### config.mk
export PLATFORM = sky130hd
export DESIGN_NAME = id_stage
export DESIGN_NICKNAME = d
export VERILOG_FILES = /design/src/la32_isa_pkg.sv /design/src/la32_decode_pkg.sv /design/src/id_1ri20.sv /design/src/id_2ri12.sv /design/src/id_3r.sv /design/src/id_stage.sv
export SDC_FILE = /design/constraint.sdc
export NUM_CORES = 1
export LEC_CHECK = 0
export ABC_AREA = 1
export BUFFER_PORTS_ARGS = -buffer_cell sky130_fd_sc_hd__clkbuf_2
export CAP_MARGIN = 20
export CORE_AREA = 4 4 143 145
export DETAILED_ROUTE_END_ITERATION = 6
export DIE_AREA = 0 0 147 149
export PLACE_DENSITY = 0.74
export SETUP_SLACK_MARGIN = 0.15
export SYNTH_ARGS = -nofsm -noshare
export SYNTH_HDL_FRONTEND = slang
export SYNTH_HIERARCHICAL = 1
export SYNTH_SLANG_ARGS = --single-unit
### constraint.sdc
create_clock -name clk -period 0.8 [get_ports clk]
set_input_delay 0.12 -clock clk [delete_from_list [all_inputs] [get_ports clk]]
set_output_delay 0.12 -clock clk [all_outputs]
set_load 0.03 [all_outputs]
### src/la32_isa_pkg.sv
`default_nettype none

package la32_isa_pkg;

    typedef enum logic [6:0] {
        OPC_LU12I     = 7'h0a,
        OPC_PCADDU12I = 7'h0e
    } opc_1ri20_e;  // inst[31:25]

    typedef enum logic [9:0] {
        OPC_SLTI   = 10'h008,
        OPC_SLTUI  = 10'h009,
        OPC_ADDI_W = 10'h00a,
        OPC_ANDI   = 10'h00d,
        OPC_ORI    = 10'h00e,
        OPC_XORI   = 10'h00f,
        OPC_LD_W   = 10'h0a2,
        OPC_ST_W   = 10'h0a6
    } opc_2ri12_e;  // inst[31:22]

    typedef enum logic [16:0] {
        OPC_ADD_W = 17'h00020,
        OPC_SUB_W = 17'h00022,
        OPC_SLT   = 17'h00024,
        OPC_SLTU  = 17'h00025,
        OPC_AND   = 17'h00029,
        OPC_OR    = 17'h0002a,
        OPC_XOR   = 17'h0002b
    } opc_3r_e;  // inst[31:15]

    typedef enum logic [7:0] {
        ALU_NOP       = 8'h00,
        ALU_ADD       = 8'h01,
        ALU_SUB       = 8'h02,
        ALU_SLT       = 8'h03,
        ALU_SLTU      = 8'h04,
        ALU_AND       = 8'h05,
        ALU_OR        = 8'h06,
        ALU_XOR       = 8'h07,
        ALU_LU12I     = 8'h08,
        ALU_PCADDU12I = 8'h09,  // pc added in execute
        ALU_LD_W      = 8'h0a,
        ALU_ST_W      = 8'h0b
    } alu_op_e;

    typedef enum logic [2:0] {
        SEL_NOP   = 3'd0,
        SEL_ARITH = 3'd1,
        SEL_LOGIC = 3'd2,
        SEL_MEM   = 3'd3
    } alu_sel_e;

    typedef enum logic [6:0] {
        EXC_NONE = 7'h00,
        EXC_INE  = 7'h0d  // ecode for instruction not exist
    } exc_cause_e;

endpackage

`default_nettype wire

### src/la32_decode_pkg.sv
`default_nettype none

package la32_decode_pkg;

    // one format decoder's view of the word
    typedef struct packed {
        logic                   hit;
        la32_isa_pkg::alu_op_e  alu_op;
        la32_isa_pkg::alu_sel_e alu_sel;
        logic                   reg_write_en;
        logic [4:0]             reg_write_addr;  // rd
        logic                   reg1_read_en;
        logic [4:0]             reg1_read_addr;  // rj
        logic                   reg2_read_en;
        logic [4:0]             reg2_read_addr;  // rk, or rd for st.w
        logic [31:0]            imm;
    } dec_fields_t;

    typedef struct packed {
        logic [31:0]              pc;
        logic [31:0]              inst;
        dec_fields_t              fields;
        logic                     exception;
        la32_isa_pkg::exc_cause_e exc_cause;
    } id_result_t;

endpackage

`default_nettype wire

### src/id_1ri20.sv
`timescale 1ns/100ps
`default_nettype none

module id_1ri20 (
    input  logic [31:0]                  inst,
    output la32_decode_pkg::dec_fields_t dec
);

    logic [6:0]  opcode;
    logic [19:0] si20;
    logic [4:0]  rd;

    assign opcode = inst[31:25];
    assign si20   = inst[24:5];
    assign rd     = inst[4:0];

    always_comb begin
        dec = '0;
        case (opcode)
            la32_isa_pkg::OPC_LU12I: begin
                dec.hit    = 1'b1;
                dec.alu_op = la32_isa_pkg::ALU_LU12I;
            end
            la32_isa_pkg::OPC_PCADDU12I: begin
                dec.hit    = 1'b1;
                dec.alu_op = la32_isa_pkg::ALU_PCADDU12I;
            end
            default: begin
                dec.hit = 1'b0;
            end
        endcase

        if (dec.hit) begin
            dec.alu_sel        = la32_isa_pkg::SEL_ARITH;
            dec.reg_write_en   = 1'b1;
            dec.reg_write_addr = rd;
            dec.imm            = {si20, 12'b0};  // upper 20 bits
        end
    end

endmodule

`default_nettype wire

### src/id_2ri12.sv
`timescale 1ns/100ps
`default_nettype none

module id_2ri12 (
    input  logic [31:0]                  inst,
    output la32_decode_pkg::dec_fields_t dec
);

    logic [9:0]  opcode;
    logic [11:0] si12;
    logic [31:0] imm_sext;
    logic [31:0] imm_zext;

    assign opcode   = inst[31:22];
    assign si12     = inst[21:10];
    assign imm_sext = {{20{si12[11]}}, si12};
    assign imm_zext = {20'b0, si12};  // logical ops take ui12

    always_comb begin
        dec = '0;
        dec.hit = 1'b1;
        case (opcode)
            la32_isa_pkg::OPC_SLTI: begin
                dec.alu_op  = la32_isa_pkg::ALU_SLT;
                dec.alu_sel = la32_isa_pkg::SEL_ARITH;
                dec.imm     = imm_sext;
            end
            la32_isa_pkg::OPC_SLTUI: begin
                dec.alu_op  = la32_isa_pkg::ALU_SLTU;
                dec.alu_sel = la32_isa_pkg::SEL_ARITH;
                dec.imm     = imm_sext;  // still sign-extended
            end
            la32_isa_pkg::OPC_ADDI_W: begin
                dec.alu_op  = la32_isa_pkg::ALU_ADD;
                dec.alu_sel = la32_isa_pkg::SEL_ARITH;
                dec.imm     = imm_sext;
            end
            la32_isa_pkg::OPC_ANDI: begin
                dec.alu_op  = la32_isa_pkg::ALU_AND;
                dec.alu_sel = la32_isa_pkg::SEL_LOGIC;
                dec.imm     = imm_zext;
            end
            la32_isa_pkg::OPC_ORI: begin
                dec.alu_op  = la32_isa_pkg::ALU_OR;
                dec.alu_sel = la32_isa_pkg::SEL_LOGIC;
                dec.imm     = imm_zext;
            end
            la32_isa_pkg::OPC_XORI: begin
                dec.alu_op  = la32_isa_pkg::ALU_XOR;
                dec.alu_sel = la32_isa_pkg::SEL_LOGIC;
                dec.imm     = imm_zext;
            end
            la32_isa_pkg::OPC_LD_W: begin
                dec.alu_op  = la32_isa_pkg::ALU_LD_W;
                dec.alu_sel = la32_isa_pkg::SEL_MEM;
                dec.imm     = imm_sext;  // address offset
            end
            la32_isa_pkg::OPC_ST_W: begin
                dec.alu_op       = la32_isa_pkg::ALU_ST_W;
                dec.alu_sel      = la32_isa_pkg::SEL_MEM;
                dec.imm          = imm_sext;
                dec.reg2_read_en = 1'b1;  // store data comes from rd
            end
            default: begin
                dec.hit = 1'b0;
            end
        endcase

        if (dec.hit) begin
            dec.reg1_read_en   = 1'b1;
            dec.reg1_read_addr = inst[9:5];
            if (dec.reg2_read_en) begin
                dec.reg2_read_addr = inst[4:0];
            end
            if (dec.alu_op != la32_isa_pkg::ALU_ST_W) begin
                dec.reg_write_en   = 1'b1;
                dec.reg_write_addr = inst[4:0];
            end
        end
    end

    always_comb begin
        assert (!(dec.reg_write_en && dec.reg2_read_en))
            else $error("id_2ri12: rd both written and read");
    end

endmodule

`default_nettype wire

### src/id_3r.sv
`timescale 1ns/100ps
`default_nettype none

module id_3r (
    input  logic [31:0]                  inst,
    output la32_decode_pkg::dec_fields_t dec
);

    logic [16:0] opcode;
    logic [4:0]  rk;
    logic [4:0]  rj;
    logic [4:0]  rd;

    assign opcode = inst[31:15];
    assign rk     = inst[14:10];
    assign rj     = inst[9:5];
    assign rd     = inst[4:0];

    always_comb begin
        dec = '0;
        dec.hit     = 1'b1;
        dec.alu_sel = la32_isa_pkg::SEL_ARITH;
        case (opcode)
            la32_isa_pkg::OPC_ADD_W: begin
                dec.alu_op = la32_isa_pkg::ALU_ADD;
            end
            la32_isa_pkg::OPC_SUB_W: begin
                dec.alu_op = la32_isa_pkg::ALU_SUB;
            end
            la32_isa_pkg::OPC_SLT: begin
                dec.alu_op = la32_isa_pkg::ALU_SLT;
            end
            la32_isa_pkg::OPC_SLTU: begin
                dec.alu_op = la32_isa_pkg::ALU_SLTU;
            end
            la32_isa_pkg::OPC_AND: begin
                dec.alu_op  = la32_isa_pkg::ALU_AND;
                dec.alu_sel = la32_isa_pkg::SEL_LOGIC;
            end
            la32_isa_pkg::OPC_OR: begin
                dec.alu_op  = la32_isa_pkg::ALU_OR;
                dec.alu_sel = la32_isa_pkg::SEL_LOGIC;
            end
            la32_isa_pkg::OPC_XOR: begin
                dec.alu_op  = la32_isa_pkg::ALU_XOR;
                dec.alu_sel = la32_isa_pkg::SEL_LOGIC;
            end
            default: begin
                dec.hit     = 1'b0;
                dec.alu_sel = la32_isa_pkg::SEL_NOP;
            end
        endcase

        if (dec.hit) begin
            dec.reg1_read_en   = 1'b1;
            dec.reg1_read_addr = rj;
            dec.reg2_read_en   = 1'b1;
            dec.reg2_read_addr = rk;
            dec.reg_write_en   = 1'b1;
            dec.reg_write_addr = rd;  // imm stays zero
        end
    end

endmodule

`default_nettype wire

### src/id_stage.sv
`timescale 1ns/100ps
`default_nettype none

module id_stage (
    input  logic                        clk,
    input  logic                        rst_n,
    input  logic                        if_valid,
    input  logic [31:0]                 pc,
    input  logic [31:0]                 inst,
    input  logic                        stall,
    input  logic                        flush,
    output logic                        id_valid,
    output la32_decode_pkg::id_result_t id_out
);

    la32_decode_pkg::dec_fields_t dec_1ri20;
    la32_decode_pkg::dec_fields_t dec_2ri12;
    la32_decode_pkg::dec_fields_t dec_3r;
    la32_decode_pkg::id_result_t  id_next;

    id_1ri20 u_1ri20 (
        .inst (inst),
        .dec  (dec_1ri20)
    );

    id_2ri12 u_2ri12 (
        .inst (inst),
        .dec  (dec_2ri12)
    );

    id_3r u_3r (
        .inst (inst),
        .dec  (dec_3r)
    );

    // formats are disjoint, so order does not matter
    always_comb begin
        id_next           = '0;
        id_next.pc        = pc;
        id_next.inst      = inst;
        id_next.exc_cause = la32_isa_pkg::EXC_NONE;
        if (dec_1ri20.hit) begin
            id_next.fields = dec_1ri20;
        end else if (dec_2ri12.hit) begin
            id_next.fields = dec_2ri12;
        end else if (dec_3r.hit) begin
            id_next.fields = dec_3r;
        end else begin
            id_next.exception = 1'b1;  // fields stay zero
            id_next.exc_cause = la32_isa_pkg::EXC_INE;
        end
    end

    // bubbles carry an all-zero result
    always_ff @(posedge clk or negedge rst_n) begin
        if (!rst_n) begin
            id_valid <= 1'b0;
            id_out   <= '0;
        end else if (flush) begin
            id_valid <= 1'b0;  // wins over stall
            id_out   <= '0;
        end else if (!stall) begin
            id_valid <= if_valid;
            if (if_valid) begin
                id_out <= id_next;
            end else begin
                id_out <= '0;
            end
        end
    end

    a_one_hit: assert property (@(posedge clk) disable iff (!rst_n)
        if_valid |-> $onehot0({dec_1ri20.hit, dec_2ri12.hit, dec_3r.hit}))
        else $error("id_stage: more than one format decoder hit");

    a_flush_clears: assert property (@(posedge clk) disable iff (!rst_n)
        flush |=> !id_valid)
        else $error("id_stage: id_valid set after flush");

    a_stall_holds: assert property (@(posedge clk) disable iff (!rst_n)
        stall && !flush |=> $stable(id_out) && $stable(id_valid))
        else $error("id_stage: output moved during stall");

endmodule

`default_nettype wire

**Word-level counts from Yosys, hierarchy flattened**

Index checks and enable logic that the tools add are counted.

- Register bits after elaboration: 135
- Input port bits: 69
- Output and inout bits: 135
- Logic and storage cells: 63

- Equality and inequality tests: 19
- Multiplexer cells: 22
- Reductions and logical operators: 7

Operators by type and width:

| kind | count |
|---|---|
| 134-bit two-way mux | 3 |
| 62-bit two-way mux | 3 |
| 17-bit by 6-bit equality test with 1-bit output, second input constant | 7 |
| 32-bit case mux with 2 select lines | 1 |
| 10-bit by 4-bit equality test with 1-bit output, second input constant | 6 |
| 7-bit case mux with 8 select lines | 1 |
| 8-bit two-way mux | 3 |
| 3-bit case mux with 7 select lines | 1 |
| 10-bit by 8-bit equality test with 1-bit output, second input constant | 2 |
| 7-bit by 4-bit equality test with 1-bit output, second input constant | 2 |
| 4-bit case mux with 2 select lines | 1 |
| 8-bit OR reduction | 1 |
| 7-bit OR reduction | 1 |
| 1-bit two-way mux | 6 |
| 6-bit two-way mux | 1 |
| 3-bit OR reduction | 2 |
| 5-bit two-way mux | 1 |
| 5-bit OR reduction | 1 |
| 4-bit != test, second input constant | 1 |
| 2-bit case mux with 2 select lines | 1 |
| 4-bit OR reduction | 1 |
| 2-bit by 1-bit != test with 1-bit output, second input constant | 1 |
| 2-bit OR reduction | 1 |

**Longest topological paths before layout**

Gate-level depths: netlist of the first run.

- Depth after elaboration: 9
- Mapped depth: 16
- Gate-level depth less buffers: 12

**Cells and area by module**

Netlist of the first run, hierarchy kept.

By module, submodules not included:

| module | area an instance (sq um) | times used | cells each |
|---|---|---|---|
| id_stage | 6,488.7 | 1 | 892 |
| id_2ri12 | 705.7 | 1 | 120 |
| id_3r | 690.7 | 1 | 117 |
| id_1ri20 | 633.1 | 1 | 97 |

**Least setup slack after synthesis of the first run**

OpenSTA, ideal clock, no wires.

- Path type: in2reg
- Start point: input port inst[26]
- End point: register id_out[21] in the netlist's numbering
- Path buffers: 1
- Arrival: 1.824 ns
- Setup time: 0.065 ns
- Stages on the path: 10
- Data required time: 0.735 ns
- Path slack: -1.089 ns
- Path through: nor2_1 -> inv_1 -> nor2_1 -> nand3_4 -> a21oi_1 -> buf_4 -> a21oi_1 -> nand2_1 -> nand2_1 -> nand2_1

RTL lines:

| item | RTL line | text |
|---|---|---|
| start, declared | id_stage.sv:9 | `input logic [31:0] inst,` |
| end signal, assigned | id_stage.sv:65 | `id_out <= id_next;` |
| end, declared | id_stage.sv:13 | `output la32_decode_pkg::id_result_t id_out` |

**Worst setup path in the final report of the first run**

- Start point: input port inst[24]
- End point: register id_out[56] in the netlist's numbering

- Word-level cells in the longest chain between the ends: 9
- Elaborated cells on any way between the ends: 28
- Classes of those cells: eq/ne (16); mux (10); reduce/logical (2)

Ends and longest elaborated chain:

| item | RTL line | text |
|---|---|---|
| 10-bit by 8-bit equality test with 1-bit output, or another cell as far along | id_2ri12.sv:22 | `case (opcode)` |
| 7-bit case mux with 8 select lines / 7-bit OR reduction (equally long branches) | -- |  |
| 4-bit != test / 1-bit two-way mux (equally long branches) | id_2ri12.sv:75, id_3r.sv:23 |  |
| 6-bit two-way mux / 62-bit two-way mux (equally long branches) | id_2ri12.sv:75, id_stage.sv:46 |  |
| 62-bit two-way mux * | id_stage.sv:44 | `end else if (dec_2ri12.hit) begin` |
| 62-bit two-way mux * | id_stage.sv:42 | `if (dec_1ri20.hit) begin` |
| 134-bit two-way mux * | id_stage.sv:64 | `if (if_valid) begin` |
| 134-bit two-way mux * | id_stage.sv:62 | `end else if (!stall) begin` |
| 134-bit two-way mux * | id_stage.sv:59 | `end else if (flush) begin` |

Every way passes the cells marked *; elsewhere a longest branch is shown, timed or not. The select of a mux whose other input is x is not followed.
A chain may end at the register's enable or synchronous reset.

==> results.json, run 1 <==
{
  "grt_overflow": 0,
  "ioPinCount": 204,
  "synth_area_per_cell_sq_um": 6.95,
  "synth_top_area_cell": "dfrtp_1",
  "clock_path_buffers": 2,
  "initial_core_util_pct": 44.3,
  "tns_ns": -67.22,
  "period_share_pct": 165,
  "vias": 9414,
  "min_from": "inst[11]",
  "grtUsageTotal_pct": 26.6,
  "power_leakage_nw": 7.80,
  "final.setup_skew_ns": 0,
  "final_hold_viol_count": 1,
  "rows": 51,
  "critPathRequiredTime_ns": 1.16,
  "first_global_vias": 9037,
  "dp_hpwl_mm": 17.1,
  "yosysMostFrequentCell": "nand2_1",
  "clkSinkCount": 128,
  "drc": 0,
  "ir_drop_uv": 1400,
  "synth_cells": 1226,
  "cap_violations": 0,
  "start_kind": "input port",
  "synth_edf_count": 0,
  "status": "finished with violations",
  "netlist_top_cells_count": "nand2_1 (333), nor2_1 (151), inv_1 (150), dfrtp_1 (128), buf_4 (114)",
  "powerDensity_nw_per_um2": 1200,
  "cp.depth": 13,
  "min_path_cells": 3,
  "r2r_cells": 4,
  "numCtsBuffers": 17,
  "fin_hold_ws_ns": -0.00744,
  "whs_endpoint": "id_out[81]",
  "yosysTopAreaCellShare_pct": 37.6,
  "netlist_area_sq_um": 8520,
  "clock-root-buffer": "clkbuf_16",
  "hold_class": "in -> reg",
  "period_needed_ns": 1.32,
  "r2r_end": "id_out[89]",
  "synth_area_leaders": "dfrtp_1 (38%), nand2_1 (15%), buf_4 (10%)",
  "die_y_um": 149,
  "ff2ff_setup_slack_ns": -0.12,
  "clk_pin_slew_ns": 0.06,
  "slew_violations": 0,
  "path_class": "in -> reg",
  "cp_max_fo": 7,
  "worst_ep_arrival_time_ns": 1.68,
  "r2r_start": "id_out[89]",
  "die_x_um": 147,
  "grt_pass1_wl_mm": 46.7,
  "dr.pass1.iters": 5,
  "synthDistinctLibCells": 25,
  "synth_ff_type": "dfrtp_1",
  "rsz0062_at_grt": "yes",
  "final_antenna_net_count": 0,
  "area_growth_pct": 69.7,
  "viasPerCell": 5.03,
  "failed_checks": "hold timing, setup timing",
  "cts_tree": "yes",
  "drt_iter0_markers": 709,
  "critPathSlowestCell": "nor2_4",
  "antenna_found_initial": 0,
  "die-area_sq_um": 21900,
  "ys_seq_area_share_pct": 37.6,
  "synth_warnings": 6,
  "fin_ws_ns": -0.519,
  "core_area_sq_um": 19200,
  "postLayoutCoreUtil_pct": 75.3,
  "drt_wl_total_mm": 34.3,
  "setup_violations": 197,
  "synthArstFlopShare_pct": 100,
  "placed_cells": 1685,
  "routedWlPerCell_um": 18.3,
  "clock_latency_ns": 0.43,
  "final_cells": 1870,
  "critPathTopFamily": "simple AND/OR/NAND/NOR gates",
  "fin_nets": 1661,
  "setup.worst_path.end_class": "register",
  "synth.ff_latch_count": 128,
  "grt_max_degree": 32,
  "crit_chain": "buf_8 > nor2_4 > nand2_2 > nor2_4 > nand3b_1 > nand3_2 > nor2_4 > buf_12 > nor2_4 > nand3_2 > nand2_2 > nand2_1 > nand2_1",
  "routabilityCongestion": 0.844,
  "port_buffers": 199,
  "htree_levels": 4,
  "path_common_cell": "nor2_4",
  "drive_gt1_share_pct": 46.3,
  "crit_buf_inv": 2,
  "fill_cells": 1149,
  "fmax_ghz": 0.758,
  "antennaDiodeCount": 0,
  "slowest_delay_ns": 0.25
}
[metal layers]
metal,track usage (%),share of wire (%)
met1,30.9,37
met2,48.2,50
met3,6.23,8.2
met4,9.32,4.8
met5,0,0
[worst register-to-register path: cells and delay by family (launching register included)]
family / cells / cell delay, ns
AOI/OAI and AO/OA: 1 / 0.07
and+or+nand+nor: 1 / 0.05
buffers and inverters: 2 / 0.24
DFF: 1 / 0.43
[flip-flops by register name, indices dropped and copies added (netlist names)]
| register | flops |
|---|---|
| id_valid | 1 |
| id_out | 127 |
[final cells by class]
| cell class | instances | area [sq um] | area share (%) |
|---|---|---|---|
| timing repair buffer | 439 | 5050 | 35.0 |
| multi-input combinational | 849 | 4560 | 31.6 |
| sequential | 128 | 3290 | 22.7 |
| inverter | 154 | 639 | 4.42 |
| clock buffer | 19 | 443 | 3.06 |
| tap | 265 | 332 | 2.29 |
| clock inverter | 13 | 115 | 0.796 |
| timing repair inverter | 3 | 26.3 | 0.182 |
[stage by stage]
stage                     hold WS, ns  cell area [sq um]  total power, mW  worst slack (ns)
after global routing          0.00996              14500             17.8            -0.550
after floorplan                -0.176               9380             8.22            -0.770
after detailed placement      0.00384              10200             8.83            -0.901
final                        -0.00744              14500             17.3            -0.519
after CTS                     0.00322              13500             16.8            -0.392
after global placement        0.00712              10200             8.81            -0.849
[what timing repair did]
action | in CTS | in global routing
pin swaps | 106 | 105
setup endpoints to repair | 225 | 257
gates resized for setup | 387 | 256
hold endpoints to repair | 173 | 0
setup buffers | 51 | 41
cloned | 13 | 5
hold buffers | 46 | 0
[placed cells by master (no fill, tap or decap), types with 9 or more instances in the layout]
cell type      instances
clkbuf_2              54
buf_8                136
buf_12                25
inv_6                  9
nor2_2                41
buf_4                120
nor2_1               127
nand3_1               59
nand2_2               49
nand3_2               17
a21oi_2               36
conb_1                79
a21oi_1               21
nor2_4                51
dlygate4sd3_1         43
inv_1                138
dfrtp_1               61
buf_6                 45
dfrtp_2               67
o21ai_2               16
clkbuf_16             23
o21ai_1               50
nand2_1              278
[kinds of logic (layout without fill, tap and decap cells)]
kind of cell           count (synthesis)  count (layout)  synth area share [%]
AOI/OAI and AO/OA                    130             130                  7.71
other                                  4              79                 0.176
buffers and inverters                327             628                  21.0
DFF                                  128             128                  37.6
and+or+nand+nor                      637             640                  33.5
[power by group]
group	total [mW]	switching (mW)	internal, mW
Clock	7.52	3.17	4.35
Sequential	6.79	0.156	6.63
Combinational	3.02	1.69	1.33
[worst max-delay path by stage]
| stage | from | to | slack, ns |
|---|---|---|---|
| 6_report | inst[24] | id_out[56] | -0.52 |
| 2_1_floorplan | inst[30] | id_out[21] | -0.77 |
| 4_1_cts | id_out[2] | id_out[2] | -0.39 |
| 3_5_place_dp | inst[23] | id_out[43] | -0.90 |
| 5_1_grt | inst[24] | id_out[56] | -0.55 |
| 3_3_place_gp | inst[23] | id_out[43] | -0.85 |
Note: power is estimated with default switching activity, not from simulation.
==> inputs of run 2 (changes only) <==
==> constraint.sdc (replaced) <==
create_clock -name clk -period 0.8 [get_ports clk]
set_input_delay 0.08 -clock clk [delete_from_list [all_inputs] [get_ports clk]]
set_output_delay 0.08 -clock clk [all_outputs]
set_load 0.03 [all_outputs]
==> results.json, run 2 (synthesized netlist as in run 1, its figures left out) <==
{
  "status": "finished with violations",
  "failed_checks": "DRC, setup timing",
  "final_antenna_net_count": 0,
  "internal-power_mw": 13.6,
  "dp_hpwl_mm": 16.9,
  "routed.top_layer": "met4",
  "period_needed_ns": 1.40,
  "finish.instance_area_sq_um": 14600,
  "multi_input_area_sq_um": 4640,
  "p_sw_mw": 5.03,
  "rows": 51,
  "crit_chain": "clkbuf_16 > nor2_4 > inv_2 > nor2_4 > buf_4 > nand3_1 > nand2_1 > inv_1 > a21oi_1 > nand2_1 > nand2_1 > nand2_1",
  "top_register": "id_out",
  "drc": 24,
  "ir_drop_uv": 1400,
  "path_class": "in -> reg",
  "cp_max_fo": 6,
  "clock_path_buffers": 2,
  "regArea_sq_um": 3290,
  "die_y_um": 149,
  "core_area_sq_um": 19200,
  "ioPinCount": 204,
  "start_kind": "input port",
  "grt_max_degree": 63,
  "swShare_pct": 27.1,
  "antenna_found_initial": 0,
  "fill_cells": 1072,
  "clockPowerShare_pct": 47.2,
  "rsz0062_at_grt": "yes",
  "critPathTopFamily": "simple AND/OR/NAND/NOR gates",
  "vias": 9673,
  "slew_violations": 0,
  "fin_nets": 1638,
  "largest_register_ffs": 127,
  "clk_pin_slew_ns": 0.06,
  "place_ws_ns": -0.912,
  "grt_pass1_wl_mm": 48.9,
  "seq_power_share_pct": 36.6,
  "die_x_um": 147,
  "routedWlPerCell_um": 19.5,
  "critPathRequiredTime_ns": 1.11,
  "powerDensity_nw_per_um2": 1270,
  "final.setup_skew_ns": 0,
  "clock-root-buffer": "clkbuf_16",
  "combPwrFrac_pct": 16.3,
  "final_common_cell": "nand2_1",
  "slowest_delay_ns": 0.28,
  "initial_core_util_pct": 44.3,
  "area_growth_pct": 71.6,
  "cts_tree": "yes",
  "grt_overflow": 0,
  "cap_violations": 0,
  "drt_iter0_markers": 1164,
  "period_share_pct": 175,
  "met2_length_mm": 17.5,
  "grtUsageTotal_pct": 28.0,
  "first_global_vias": 9089,
  "numCtsBuffers": 17,
  "worst_ep_arrival_time_ns": 1.71,
  "place_area_sq_um": 10100,
  "clkSinkCount": 128,
  "largestRegisters": "id_out x127, id_valid x1",
  "port_buffers": 199,
  "hold_class": "in -> reg",
  "critPathSlowestCell": "nand2_1",
  "die-area_sq_um": 21900,
  "htree_levels": 4,
  "antennaDiodeCount": 0,
  "final_cell_mix": "nand2_1 (271), inv_1 (139), buf_8 (136)",
  "setup_violations": 195,
  "setup.worst_path.end_class": "register",
  "viasPerCell": 5.24,
  "drive_gt1_share_pct": 46.6,
  "tns_ns": -62.18,
  "final_hold_viol_count": 0,
  "wirelength_met1_mm": 12.8,
  "drt_wl_total_mm": 36.0,
  "power_leakage_nw": 7.79,
  "fmax_ghz": 0.714,
  "fin_ws_ns": -0.600,
  "routabilityCongestion": 0.853,
  "dr.pass1.iters": 7,
  "clock_latency_ns": 0.42,
  "wl_met3_mm": 3.51,
  "path_common_cell": "nand2_1",
  "crit_buf_inv": 4
}
run 2: changes by cell type in the layout (fill, tap and decap cells not counted), sizes merged:
cell,before,now
nand3,83,82
bufinv,1,5
nor2,219,218
clkinv,7,9
clkinvlp,4,3
inv,158,152
buf,333,309
dlygate4sd3,43,47
run 2: routing by layer:
layer	vias up	track usage (%)
met3	212	7.17
met1	4518	32.7
li1	4228	-
met2	715	50.2
met5	-	0
met4	0	9.88
run 2: final timing paths:
check	slack, ns	to	cells after the start	from
min	0.05	id_out[89]	4	inst[19]
min in group asynchronous	0.06	id_out[111]	2	rst_n
max	-0.60	id_out[57]	12	inst[30]
min reg2reg	0.52	id_out[75]	2	id_out[75]
max reg2reg	-0.10	id_out[51]	4	id_out[51]
max in group asynchronous	0.27	id_out[85]	3	rst_n
run 2: final cells by class:
type / count / area share (%)
Timing Repair Buffer: 420 / 34.6
Multi-Input combinational cell: 847 / 31.7
Sequential cell: 128 / 22.5
Inverter: 154 / 4.34
Clock buffer: 18 / 3.00
Tap cell: 265 / 2.27
Clock inverter: 14 / 1.46
Timing Repair inverter: 1 / 0.137
run 2: tightest hold or removal path, cell delays in order:
cell      delay, ns
clkbuf_2       0.11
buf_4          0.15
inv_1          0.05
o21ai_1        0.06
run 2: through the flow:
| step | utilization (%) | hold WS [ns] | instances | power (mW) |
|---|---|---|---|---|
| 3_3_place_gp | 52.8 | -0.0711 | 1681 | 8.80 |
| 5_1_grt | 76.1 | 0.0398 | 1847 | 19.1 |
| 3_5_place_dp | 52.8 | -0.0697 | 1681 | 8.83 |
| 4_1_cts | 71.1 | 0.0189 | 1816 | 18.1 |
| 6_report | 76.1 | 0.0494 | 1847 | 18.6 |
| 2_1_floorplan | - | -0.216 | 1301 | 8.19 |
run 2: power by group through the flow:
| stage | registers (mW) | logic (mW) | clock network (mW) |
|---|---|---|---|
| after floorplan | 7.10 | 1.09 | 0 |
| after global placement | 6.82 | 1.99 | 0 |
| after detailed placement | 6.82 | 2.01 | 0 |
| after CTS | 6.73 | 2.61 | 8.81 |
| after global routing | 6.80 | 3.19 | 9.12 |
| final | 6.79 | 3.02 | 8.77 |
run 2: what timing repair did:
action	in CTS	in global routing
buffers inserted	42	26
pin swaps	96	70
endpoints found under the hold margin	174	0
gates resized for setup	396	274
hold buffers	47	0
gates cloned	14	5
endpoints found under the setup margin	197	258
==> inputs of run 3 (changes only) <==
HOLD_SLACK_MARGIN = 0.03   (was unset)
PLACE_DENSITY = 0.71   (was 0.74)
clock period = 1.65 ns   (was 0.8 ns; I/O delays follow)
==> results.json, run 3 (synthesized netlist as in run 1, its figures left out) <==
{
  "core_area_sq_um": 19200,
  "path_class": "in -> reg",
  "rows": 51,
  "fmax_ghz": 0.740,
  "path_common_cell": "nand2_1",
  "drt_wl_total_mm": 23.5,
  "setup.worst_path.end_class": "register",
  "port_buffers": 199,
  "clock_latency_ns": 0.42,
  "routabilityCongestion": 0.838,
  "cts_tree": "yes",
  "final_cell_mix": "nand2_1 (329), clkbuf_2 (198), inv_1 (147)",
  "fin_nets": 1499,
  "viasPerCell": 4.51,
  "cp_max_fo": 9,
  "start_kind": "input port",
  "final_antenna_net_count": 0,
  "dr.pass1.iters": 6,
  "initial_core_util_pct": 44.3,
  "setup_violations": 0,
  "internal-power_mw": 6.06,
  "die-area_sq_um": 21900,
  "grt_pass1_wl_mm": 38.3,
  "slew_violations": 0,
  "swShare_pct": 26.5,
  "clk_pin_slew_ns": 0.06,
  "first_global_vias": 7417,
  "final_common_cell": "nand2_1",
  "antennaDiodeCount": 0,
  "wirelength_met1_mm": 10.6,
  "grtUsageTotal_pct": 21.7,
  "drc": 0,
  "fin_ws_ns": 0.299,
  "crit_chain": "clkbuf_2 > inv_12 > nor2_4 > nand2_2 > nor2_2 > nand3b_1 > nand3_2 > nor2_4 > buf_4 > nor2_2 > nand3_1 > nand2_1 > nand2_1 > nand2_1",
  "top_register": "id_out",
  "place_ws_ns": -0.109,
  "worst_ep_arrival_time_ns": 1.66,
  "slowest_delay_ns": 0.28,
  "power_leakage_nw": 6.40,
  "drt_iter0_markers": 491,
  "final_hold_viol_count": 0,
  "largestRegisters": "id_out x127, id_valid x1",
  "critPathRequiredTime_ns": 1.96,
  "crit_buf_inv": 3,
  "largest_register_ffs": 127,
  "cap_violations": 0,
  "ioPinCount": 204,
  "vias": 7709,
  "p_sw_mw": 2.19,
  "routed.top_layer": "met4",
  "clock_path_buffers": 2,
  "die_y_um": 149,
  "htree_levels": 4,
  "powerDensity_nw_per_um2": 779,
  "clock-root-buffer": "clkbuf_16",
  "critPathTopFamily": "simple AND/OR/NAND/NOR gates",
  "drive_gt1_share_pct": 26.3,
  "dp_hpwl_mm": 15.9,
  "final.setup_skew_ns": 0,
  "grt_max_degree": 93,
  "rsz0062_at_grt": "no",
  "period_share_pct": 81.9,
  "area_growth_pct": 24.3,
  "grt_overflow": 0,
  "met2_length_mm": 11.4,
  "status": "finished clean",
  "hold_class": "in -> reg",
  "clockPowerShare_pct": 49.1,
  "routedWlPerCell_um": 13.7,
  "critPathSlowestCell": "nor2_4",
  "die_x_um": 147,
  "period_needed_ns": 1.35,
  "clkSinkCount": 128,
  "seq_power_share_pct": 39.3,
  "combPwrFrac_pct": 11.6,
  "antenna_found_initial": 0,
  "postLayoutCoreUtil_pct": 55.1,
  "ir_drop_uv": 663,
  "numCtsBuffers": 17,
  "wl_met3_mm": 1.19
}
run 3: worst register-to-register path: stages, from the launching register on:
cell	delay [ns]
dfrtp_1	0.44
nand2_1	0.09
o21ai_1	0.06
run 3: area by class of cell:
class | instances | area (sq um)
Clock buffer | 17 | 425
Sequential cell | 128 | 3200
Tap cell | 265 | 332
Multi-Input combinational cell | 846 | 3910
Clock inverter | 15 | 209
Inverter | 154 | 598
Fill cell | 1793 | 8620
Timing Repair Buffer | 283 | 1910
run 3: power groups by stage:
| stage | combinational [mW] | clock [mW] | sequential [mW] |
|---|---|---|---|
| floorplan | 0.492 | 0 | 3.43 |
| global placement | 0.875 | 0 | 3.30 |
| detailed placement | 0.883 | 0 | 3.30 |
| CTS | 0.955 | 4.15 | 3.24 |
| global route | 1.05 | 4.29 | 3.25 |
| finish | 0.954 | 4.05 | 3.24 |
run 3: path summary, 6_finish.rpt:
| kind | cells after the start | to | from | slack [ns] |
|---|---|---|---|---|
| worst min register to register | 2 | id_out[65] | id_out[65] | 0.48 |
| worst max register to register | 2 | id_out[2] | id_out[2] | 0.94 |
| max in group asynchronous | 3 | id_out[10] | rst_n | 0.85 |
| worst min-delay path | 3 | id_out[96] | inst[26] | 0.05 |
| min in group asynchronous | 2 | id_out[110] | rst_n | 0.21 |
| worst max-delay path | 14 | id_out[54] | inst[20] | 0.30 |
run 3: routing by layer:
layer / up-vias / GRT usage (%)
met3: 20 / 4.04
met5: - / 0
li1: 3927 / -
met1: 3537 / 28.6
met2: 225 / 37.0
met4: 0 / 5.78
run 3: through the flow:
stage	std cells	hold WS [ns]	TNS [ns]	area (sq um)	power, mW
final	1708	0.0529	0	10600	8.25
after global routing	1708	0.0431	0	10600	8.59
after CTS	1708	0.0332	0	10600	8.34
after detailed placement	1639	0.0907	-1.64	9580	4.18
after global placement	1639	0.0870	-0.491	9580	4.17
after floorplan	1301	-0.131	0	8950	3.92
run 3: timing repair:
action | CTS | global route
endpoints found under the hold margin | 145 | 0
setup buffers | 0 | 0
hold buffers | 37 | 0
resized for setup | 0 | 0
